==> src/verilog/lk_geom_pkg.sv <==
// ----------------------------------------------------------
// image and patch geometry for the tracker control path
// 64x64 images, 33x33 patches, feature point legal for 16..47
// ----------------------------------------------------------

package lk_geom_pkg;

    // ------------------------------------------------------------
    // image and patch size
    // ------------------------------------------------------------
    localparam int ROWS   = 64;           // image height
    localparam int COLS   = 64;           // image width
    localparam int PR     = 16;           // patch half size in rows, floor(33/2)
    localparam int PC     = 16;           // patch half size in cols
    localparam int IMSIZE = ROWS * COLS;  // pixels per image

    localparam int ROW_BITS = $clog2(ROWS);   // 6
    localparam int COL_BITS = $clog2(COLS);   // 6
    localparam int IM_BITS  = $clog2(IMSIZE); // 12

    // ------------------------------------------------------------
    // sub-pixel fractions for bilinear interpolation
    // ------------------------------------------------------------
    // image 1 only needs quarter steps, from r/2 and r/4 on the coarser layers
    localparam int FRAC1_BITS = 2;
    // image 2 carries the rounded fraction of the accumulated displacement
    localparam int FRAC2_BITS = 10;

    // ------------------------------------------------------------
    // coordinate and address types
    // ------------------------------------------------------------
    typedef logic [ROW_BITS-1:0] row_t;    // integer row of the feature point
    typedef logic [COL_BITS-1:0] col_t;    // integer column of the feature point
    typedef logic [IM_BITS-1:0]  addr_t;   // linear pixel address, row major

    typedef logic [FRAC1_BITS-1:0] frac1_t;  // image 1 fraction
    typedef logic [FRAC2_BITS-1:0] frac2_t;  // image 2 fraction

endpackage

==> src/verilog/lk_ctrl_pkg.sv <==
// ----------------------------------------------------------
// sequencer states, iteration limits and convergence bound
// displacements are Q6.26, k wraps at 16 and never nears it
// ----------------------------------------------------------

package lk_ctrl_pkg;

    // ------------------------------------------------------------
    // iteration control
    // ------------------------------------------------------------
    localparam int K_THRESH   = 6;   // solves per layer before giving up
    localparam int ETA_THRESH = 4;   // bound is 2^-ETA_THRESH pixel
    localparam int K_BITS     = 4;
    localparam int LAYER_BITS = 2;

    // ------------------------------------------------------------
    // displacement format
    // ------------------------------------------------------------
    localparam int D_BITS     = 32;
    localparam int DFRAC_BITS = 26;  // fraction bits of dr and dc

    typedef logic signed [D_BITS-1:0] d_t;  // signed displacement
    typedef logic [K_BITS-1:0]        k_t;  // solve counter in the current layer
    typedef logic [LAYER_BITS-1:0]    layer_t;

    // magnitude bound, 1/16 pixel with the default settings
    localparam d_t ETA_LIMIT = d_t'(1) <<< (DFRAC_BITS - ETA_THRESH);

    localparam layer_t TOP_LAYER = layer_t'(2);  // coarsest pyramid layer

    // ------------------------------------------------------------
    // sequencer states, in run order
    // ------------------------------------------------------------
    // order matters, drdc_en is decoded as state > find_g
    typedef enum logic [4:0] {
        idle,         // waiting for start
        init1,        // patch address registered
        extract,      // patch extraction and pyramid build
        init2,        // load layer 2 fifo address
        find_g,       // first gradient pass on layer 2
        find_d_l2,    // first displacement solve
        init3, l2_iterate, l2_check,
        init4_1, init4, l1_iterate, l1_check,
        init5_1, init5, l0_iterate, l0_check,
        stop          // one cycle before idle
    } seq_state_t;

endpackage

==> src/verilog/point_decode.sv <==
// ----------------------------------------------------------
// feature point to patch start address and image 1 fractions
// address is only meaningful for r and c in PR..ROWS-PR-1
// ----------------------------------------------------------
`timescale 1ns/1ps

module point_decode
    import lk_geom_pkg::*;
(
    input  logic   clk,
    input  logic   reset,
    input  logic   busy,          // from the sequencer, low only in idle
    input  row_t   r,
    input  col_t   c,
    output addr_t  start_address, // top left corner of the patch
    output frac1_t r_frac1,       // layer 1 fraction of r/2
    output frac1_t c_frac1,
    output frac1_t r_frac2,       // layer 2 fraction of r/4
    output frac1_t c_frac2
);

    addr_t patch_addr;

    // (r - PR) * COLS + (c - PC), wrapped to the address width
    assign patch_addr = addr_t'((int'(r) - PR) * COLS + (int'(c) - PC));

    // ------------------------------------------------------------
    // start address register
    // ------------------------------------------------------------
    // tracks r and c every cycle while idle, so the value is ready in init1
    // and freezes to zero once the run starts
    always_ff @(posedge clk or posedge reset) begin
        if (reset) begin
            start_address <= '0;
        end else if (!busy) begin
            start_address <= patch_addr;
        end else begin
            start_address <= '0;   // address generator has latched it by now
        end
    end

    // ------------------------------------------------------------
    // image 1 fractions
    // ------------------------------------------------------------
    // halving r leaves r[0] as the .5 bit, in quarter units that is {r[0], 0}
    assign r_frac1 = {r[0], 1'b0};
    assign c_frac1 = {c[0], 1'b0};

    // quartering r leaves the two low bits as the fraction
    assign r_frac2 = r[1:0];
    assign c_frac2 = c[1:0];

    // integer parts are not needed here, the datapath seeds sum_d with -1

endmodule

==> src/verilog/convergence_check.sv <==
// ----------------------------------------------------------
// eta test on the latest displacement, purely combinational
// the most negative dr or dc never passes
// ----------------------------------------------------------
`timescale 1ns/1ps

module convergence_check
    import lk_ctrl_pkg::*;
(
    input  k_t   k,           // solves counted in this layer
    input  d_t   dr,          // Q6.26 row displacement
    input  d_t   dc,          // Q6.26 col displacement
    output logic pass_dr,
    output logic pass_dc,
    output logic converged
);

    // magnitudes kept unsigned so -2^31 stays huge after negation
    logic [D_BITS-1:0] mag_dr;
    logic [D_BITS-1:0] mag_dc;
    logic              counted;

    // ------------------------------------------------------------
    // magnitude
    // ------------------------------------------------------------
    assign mag_dr = dr[D_BITS-1] ? -dr : dr;
    assign mag_dc = dc[D_BITS-1] ? -dc : dc;

    // a stale d from the previous layer must not end the new one early
    assign counted = (k != '0);

    // ------------------------------------------------------------
    // threshold compare
    // ------------------------------------------------------------
    assign pass_dr = counted && (mag_dr < $unsigned(ETA_LIMIT));
    assign pass_dc = counted && (mag_dc < $unsigned(ETA_LIMIT));

    assign converged = pass_dr && pass_dc;   // both axes must settle

endmodule

==> src/verilog/track_sequencer.sv <==
// ----------------------------------------------------------
// pyramidal LK run sequencer, one state per cycle
// strobes are Moore outputs, decoded straight from the state
// done inputs are waited on forever, there is no timeout here
// ----------------------------------------------------------
`timescale 1ns/1ps

module track_sequencer
    import lk_geom_pkg::*, lk_ctrl_pkg::*;
(
    input  logic   clk,
    input  logic   reset,
    input  logic   start,          // sampled only in idle
    input  logic   patch_done,     // address generator finished the patch
    input  logic   invalid_addr,   // patch runs off the image
    input  logic   wn_done0,       // window pipeline done, per layer
    input  logic   wn_done1,
    input  logic   wn_done2,
    input  logic   valid_det,      // inverse solver result valid
    input  logic   converged,      // |dr| and |dc| both below eta
    input  frac2_t sumdr_frac,
    input  frac2_t sumdc_frac,
    output k_t     k,
    output layer_t layer,          // layer being worked on
    output logic   load_addr0,
    output logic   load_addr1,
    output logic   load_addr2,
    output logic   read_en,        // shared by all three fifos
    output logic   imgrad_en0,
    output logic   imgrad_en1,
    output logic   imgrad_en2,
    output logic   imgrad_rst,
    output logic   fifo0_r_en,
    output logic   fifo1_r_en,
    output logic   fifo2_r_en,
    output logic   col_count_en,
    output logic   addr_en,
    output logic   ginv_en,
    output logic   b_reset,
    output logic   shift_d,
    output logic   drdc_en,
    output logic   busy,
    output frac2_t r_frac3,        // image 2 fraction, layers 0 and 1
    output frac2_t c_frac3,
    output frac2_t r_frac4,        // image 2 fraction, layer 2
    output frac2_t c_frac4
);

    seq_state_t state, state_next;
    logic       leave_idle;
    logic       layer_done;        // current layer may advance

    assign leave_idle = (state == idle) && start;
    assign layer_done = (k == k_t'(K_THRESH)) || converged;

    // ------------------------------------------------------------
    // state register and next state
    // ------------------------------------------------------------
    always_ff @(posedge clk or posedge reset) begin
        if (reset) begin
            state <= idle;
        end else begin
            state <= state_next;
        end
    end

    always_comb begin
        state_next = state;   // wait states hold by default
        case (state)
            idle:       if (start) state_next = init1;
            init1:      state_next = extract;
            extract: begin
                if (invalid_addr) begin
                    state_next = idle;          // bad patch, drop the point
                end else if (patch_done) begin
                    state_next = init2;
                end
            end
            init2:      state_next = find_g;
            find_g:     if (wn_done2) state_next = find_d_l2;
            find_d_l2:  if (valid_det) state_next = init3;

            // layer 2
            init3:      state_next = l2_iterate;
            l2_iterate: if (wn_done2) state_next = l2_check;
            l2_check:   state_next = !valid_det ? stop : (layer_done ? init4_1 : init3);

            // layer 1
            init4_1:    state_next = init4;
            init4:      state_next = l1_iterate;
            l1_iterate: if (wn_done1) state_next = l1_check;
            l1_check:   state_next = !valid_det ? stop : (layer_done ? init5_1 : init4);

            // layer 0, finest
            init5_1:    state_next = init5;
            init5:      state_next = l0_iterate;
            l0_iterate: if (wn_done0) state_next = l0_check;
            l0_check:   state_next = (!valid_det || layer_done) ? stop : init5;

            stop:       state_next = idle;
            default:    state_next = idle;
        endcase
    end

    // ------------------------------------------------------------
    // iteration counter and layer register
    // ------------------------------------------------------------
    always_ff @(posedge clk or posedge reset) begin
        if (reset) begin
            k     <= '0;
            layer <= TOP_LAYER;
        end else begin
            // clear wins over count, a new layer starts from zero solves
            if (leave_idle || shift_d) begin
                k <= '0;
            end else if (valid_det) begin
                k <= k + 1'b1;                  // wraps at 16
            end

            if (leave_idle) begin
                layer <= TOP_LAYER;             // every run starts at the top
            end else if (shift_d) begin
                layer <= layer - 1'b1;
            end
        end
    end

    // ------------------------------------------------------------
    // control strobes
    // ------------------------------------------------------------
    assign busy         = (state != idle);
    assign addr_en      = (state == extract);
    assign col_count_en = (state == extract);
    assign read_en      = (state == find_g);

    assign fifo2_r_en = (state == find_g) || (state == l2_iterate);
    assign fifo1_r_en = (state == l1_iterate);
    assign fifo0_r_en = (state == l0_iterate);
    assign imgrad_en2 = fifo2_r_en;   // gradients run alongside the fifo reads
    assign imgrad_en1 = fifo1_r_en;
    assign imgrad_en0 = fifo0_r_en;

    assign load_addr2 = (state == init2) || (state == init3);
    assign load_addr1 = (state == init4);
    assign load_addr0 = (state == init5);

    // accumulators cleared before each new iteration of any layer
    assign imgrad_rst = (state == init3) || (state == init4) || (state == init5);
    assign b_reset    = imgrad_rst;

    assign shift_d = (state == init4_1) || (state == init5_1);  // d doubles per layer
    assign ginv_en = (state == find_d_l2) || (state == l2_check)
                  || (state == l1_check) || (state == l0_check);
    assign drdc_en = (state > find_g);

    // ------------------------------------------------------------
    // image 2 fraction select
    // ------------------------------------------------------------
    // layer 0 and layer 1 fifos share one fraction path on image 2
    assign r_frac3 = (fifo0_r_en || fifo1_r_en) ? sumdr_frac : '0;
    assign c_frac3 = (fifo0_r_en || fifo1_r_en) ? sumdc_frac : '0;
    assign r_frac4 = fifo2_r_en ? sumdr_frac : '0;
    assign c_frac4 = fifo2_r_en ? sumdc_frac : '0;

endmodule

==> src/verilog/lk_flow_ctrl.sv <==
// ----------------------------------------------------------
// control unit of the three level pyramidal LK tracker
// start is taken only while busy is low, no back-pressure
// ----------------------------------------------------------
`timescale 1ns/1ps

module lk_flow_ctrl
    import lk_geom_pkg::*, lk_ctrl_pkg::*;
(
    input  logic   clk,
    input  logic   reset,
    input  logic   start,
    input  row_t   r,             // feature point, integer
    input  col_t   c,
    input  logic   patch_done,
    input  logic   invalid_addr,
    input  logic   wn_done0,
    input  logic   wn_done1,
    input  logic   wn_done2,
    input  logic   valid_det,
    input  d_t     dr,
    input  d_t     dc,
    input  frac2_t sumdr_frac,    // rounded fraction of the summed displacement
    input  frac2_t sumdc_frac,
    output addr_t  start_address,
    output frac1_t r_frac1,
    output frac1_t c_frac1,
    output frac1_t r_frac2,
    output frac1_t c_frac2,
    output frac2_t r_frac3,
    output frac2_t c_frac3,
    output frac2_t r_frac4,
    output frac2_t c_frac4,
    output logic   load_addr0,
    output logic   load_addr1,
    output logic   load_addr2,
    output logic   read_en,
    output logic   imgrad_en0,
    output logic   imgrad_en1,
    output logic   imgrad_en2,
    output logic   imgrad_rst,    // one reset for all three gradient blocks
    output logic   fifo0_r_en,
    output logic   fifo1_r_en,
    output logic   fifo2_r_en,
    output logic   col_count_en,
    output logic   addr_en,
    output logic   ginv_en,
    output logic   b_reset,
    output logic   shift_d,
    output logic   drdc_en,
    output logic   pass_dr,
    output logic   pass_dc,
    output logic   busy,
    output layer_t layer
);

    k_t   k;           // solve count, sequencer to convergence test
    logic converged;

    point_decode decode (
        .clk, .reset, .busy, .r, .c, .start_address,
        .r_frac1, .c_frac1, .r_frac2, .c_frac2
    );

    track_sequencer execute (
        .clk, .reset, .start, .patch_done, .invalid_addr,
        .wn_done0, .wn_done1, .wn_done2, .valid_det, .converged,
        .sumdr_frac, .sumdc_frac, .k, .layer,
        .load_addr0, .load_addr1, .load_addr2, .read_en,
        .imgrad_en0, .imgrad_en1, .imgrad_en2, .imgrad_rst,
        .fifo0_r_en, .fifo1_r_en, .fifo2_r_en, .col_count_en, .addr_en,
        .ginv_en, .b_reset, .shift_d, .drdc_en, .busy,
        .r_frac3, .c_frac3, .r_frac4, .c_frac4
    );

    convergence_check result (
        .k, .dr, .dc, .pass_dr, .pass_dc, .converged
    );

endmodule

==> config.mk <==
export PLATFORM = sky130hd
export DESIGN_NAME = lk_flow_ctrl
export DESIGN_NICKNAME = d
export VERILOG_FILES = /design/src/verilog/lk_geom_pkg.sv /design/src/verilog/lk_ctrl_pkg.sv /design/src/verilog/point_decode.sv /design/src/verilog/convergence_check.sv /design/src/verilog/track_sequencer.sv /design/src/verilog/lk_flow_ctrl.sv
export SDC_FILE = /design/constraint.sdc
export NUM_CORES = 1
export LEC_CHECK = 0
export BUFFER_PORTS_ARGS = -buffer_cell sky130_fd_sc_hd__buf_2
export CORE_ASPECT_RATIO = 0.9
export CORE_MARGIN = 2
export CORE_UTILIZATION = 41
export DETAILED_ROUTE_END_ITERATION = 16
export GPL_TIMING_DRIVEN = 0
export PLACE_DENSITY = 0.8
export RECOVER_POWER = 100
export SYNTH_ARGS = -nofsm -noshare
export SYNTH_HDL_FRONTEND = slang
export SYNTH_SLANG_ARGS = --single-unit
export TNS_END_PERCENT = 1
==> constraint.sdc <==
create_clock -name clk -period 2.7 [get_ports clk]
set_input_delay 0.27 -clock clk [delete_from_list [all_inputs] [get_ports clk]]
set_output_delay 0.27 -clock clk [all_outputs]
set_load 0.02 [all_outputs]
==> results.md <==
* Outcome: finished, final reports clean
* Root buffer cell: clkbuf_8
* P&R area growth vs syn at 40.06%
* CTS clk-pin slew, worst paths at 80 ps
* Hold Buf Count CTS at 0
* Clk Latency, worst-skew pair at roughly 260 ps
* DRC errors left at 0
* CP max stage delay at roughly 530 ps
* FF/Latch Area at just under 600 um2
* Commonest non-fill, non-tap cell in the layout: buf_2
* Most frequent cells in the layout: 129 x buf_2, 58 x clkbuf_1, 34 x nor2_1
* RD Place Congestion at 0.9321
* WP buf/inv at 2
* Total grt overflow at 0
* Largest net degree at the start of global routing at 24
* Placed Cells at around 590
* Final Cycle Share at 98.97%
* Via density at approximately 5.3
* Total Routing Usage GR at 21.31%
* Max VDD drop at roughly 0.43 mV
* Via Count at about 3200
* DRT iter0 DRCs at between 200 and 250
* Area after DPL at ~0.0035 mm2
* Synthesis Warnings at 0
* Setup Buffers After CTS at 0
* Pwr per Cell Area at 737.8 mW/mm2
* Post-route setup slack at ~28 ps
* Die X at a little under 90 um
* Std-Cell Rows at 27
* Finished Core Util at between 50% and 60%
* Worst Clk Skew at 2.732 ps
* Final hold violations at 0
* Clock tree sinks at 23
* Slew margin rel. at between 40% and 50%
* Worst Hold Class: in -> reg
* # IOs at around 190
* Crit-path cells: buf_2 > or4_1 > nand2b_2 > a22o_1 > a2111o_1 > nor4_4 > buf_4
* Setup violators final at 0
* Multi-input gate area at between 0.0015 and 0.002 mm2
* Setup Crit Path Kind: in -> out
* Fin nets at roughly 640
* Yosys reg bits at 23
* DR pass1 iterations at 5
* Max Clk Rate at between 300 and 400 MHz
* Antenna fix cells at 0
* EDFF count, synth at 0
* Worst-case hold slack at between 150 and 200 ps
* Sequential area share after synthesis at between 20% and 30%
* Port buffer count at roughly 180
* First-pass GRT wire length at 12.28 mm
* Synth unique cells at 65
* Critical Path Fanout Max at 7
* Setup TNS at 0 ps
* Least-Margin Pin Slew at a little under 900 ps
* Core area at 0.006047 mm2
* Fin. max-slew vios at 0
* Syn Inst Count at between 300 and 400
* Post-route ant nets at 0
* Die height at ~80 um
* Layout cells sized above 1 at roughly a third
* Initial antenna violation count at 0
* Initial Util at a little over two fifths
* Routed WL at 7.793 mm
* Setup crit end kind: output pin
* Top delay family on crit path: simple AND/OR/NAND/NOR gates
* Crit start category: primary input
* P_leak at around 1.7 nW
* Fin cells at about 590
* RSZ-0062 raised after global routing: true
* Synthesized area at around 0.0025 mm2
* Max H-tree Level at 1
* Pwr Total at 2.621 mW
* Slowest-stage cell, CP: or4_1
* Vias in the first global route at around 2800
* Max Root-Sink Buffers at 2
* Post-Syn Area per Cell at roughly 7.6 um2
* WL per Instance at 13.14 um
* Post-Place Setup Slack at -146.7 ps
* Critical path data arrival time at between 2000 and 2500 ps
* Hpwl dp at between 6 and 7 mm
* Max-cap viol count at 0
* Die area at 0.006832 mm2
* Crit path required time at 2430 ps
* Final Instance Area at between 0.003 and 0.004 mm2
* CTS Buf Count at 3
* Filler Cells Inserted at 603
* TritonCTS clock tree: done
* Final Critical Period at between 2000 and 3000 ps
* Reg2reg setup slack at 190 ps
* FFs w/ async S/R, synth at 100.0%
* Synth Flop Type: dfrtp_1
[final cells by class]
type                       count  area share [%]
clock buffer                   4           1.268
multi-input combinational    270           49.77
buffer                        27           4.473
inverter                      15           1.585
sequential                    23           16.24
timing repair buffer         182           24.13
tap                           72           2.536
[path summary, 6_finish.rpt]
path / from / to / cells after the start
setup / recovery: dr[21] / pass_dr / 7
hold / removal: c[4] / decode.start_address[4]$_DFF_PP0_ / 2
setup reg to reg: execute.state[0]$_DFFE_PP0P_ / execute.state[0]$_DFFE_PP0P_ / 9
hold reg to reg: execute.k[3]$_DFFE_PP0P_ / execute.k[3]$_DFFE_PP0P_ / 2
max in group asynchronous: reset / decode.start_address[6]$_DFF_PP0_ / 2
min in group asynchronous: reset / decode.start_address[8]$_DFF_PP0_ / 2
[synth_stat cells (2+ instances only)]
cell	instances	area (um2)
nand2b_1	6	37.54
o2bb2ai_1	2	17.52
o211ai_1	3	22.52
nor2_1	35	131.4
clkbuf_1	12	45.04
and2_1	47	294.0
or2_2	3	18.77
nor4_1	12	75.07
ha_1	9	112.6
buf_4	13	97.59
or3_1	6	37.54
o21ai_0	7	35.03
inv_1	14	52.55
a2111o_1	2	22.52
o31ai_1	2	15.01
a211o_1	3	26.28
mux2i_1	3	30.03
nand2_1	19	71.32
a21oi_1	18	90.09
nand3_1	7	35.03
nor3_1	14	70.07
xor2_1	4	35.03
o2111a_1	2	22.52
dfrtp_1	22	550.5
or4_4	2	22.52
a31oi_1	2	12.51
nand4b_1	2	17.52
a21o_1	2	15.01
o21bai_1	2	15.01
nand4_1	12	75.07
or4_1	3	22.52
and3_1	3	18.77
xnor2_1	8	70.07
a31o_2	2	17.52
[sequential cells by signal, indices dropped and copies added, names as in the netlist]
signal                flops
execute.k                 4
execute.state             5
execute.layer             2
decode.start_address     12
[report_power, final]
group	total, mW	switching, mW	internal [mW]
Combinational	1.83	1.18	0.654
Sequential	0.576	0.102	0.474
Clock	0.211	0.105	0.105
[cell families after synthesis]
logic type	count (synthesis)	synth area share, %
AND/OR/NAND/NOR	182	40.80
AO/OA/AOI/OAI	60	16.82
buffers and inverters	42	8.485
flip-flops	23	22.74
XOR/XNOR	12	4.144
adder cells (fa/ha/maj)	10	5.230
multiplexers	4	1.628
other	1	0.1479
[routing by layer]
metal / up-vias / part of all wire, % / GRT usage [%] / wire length (um)
met5: - / 0 / 0 / 0
met4: 0 / 0.62 / 4.219 / 48
met3: 8 / 9.2 / 4.101 / 719
met2: 153 / 48 / 36.56 / 3759
met1: 1440 / 42 / 27.69 / 3265
li1: 1561 / - / - / -
[repair_timing]
item,4_1_cts,5_1_grt
endpoints found under the setup margin,5,7
cloned,0,0
pin swaps,0,1
resized for setup,3,4
Power figures use the tool's default switching activity.
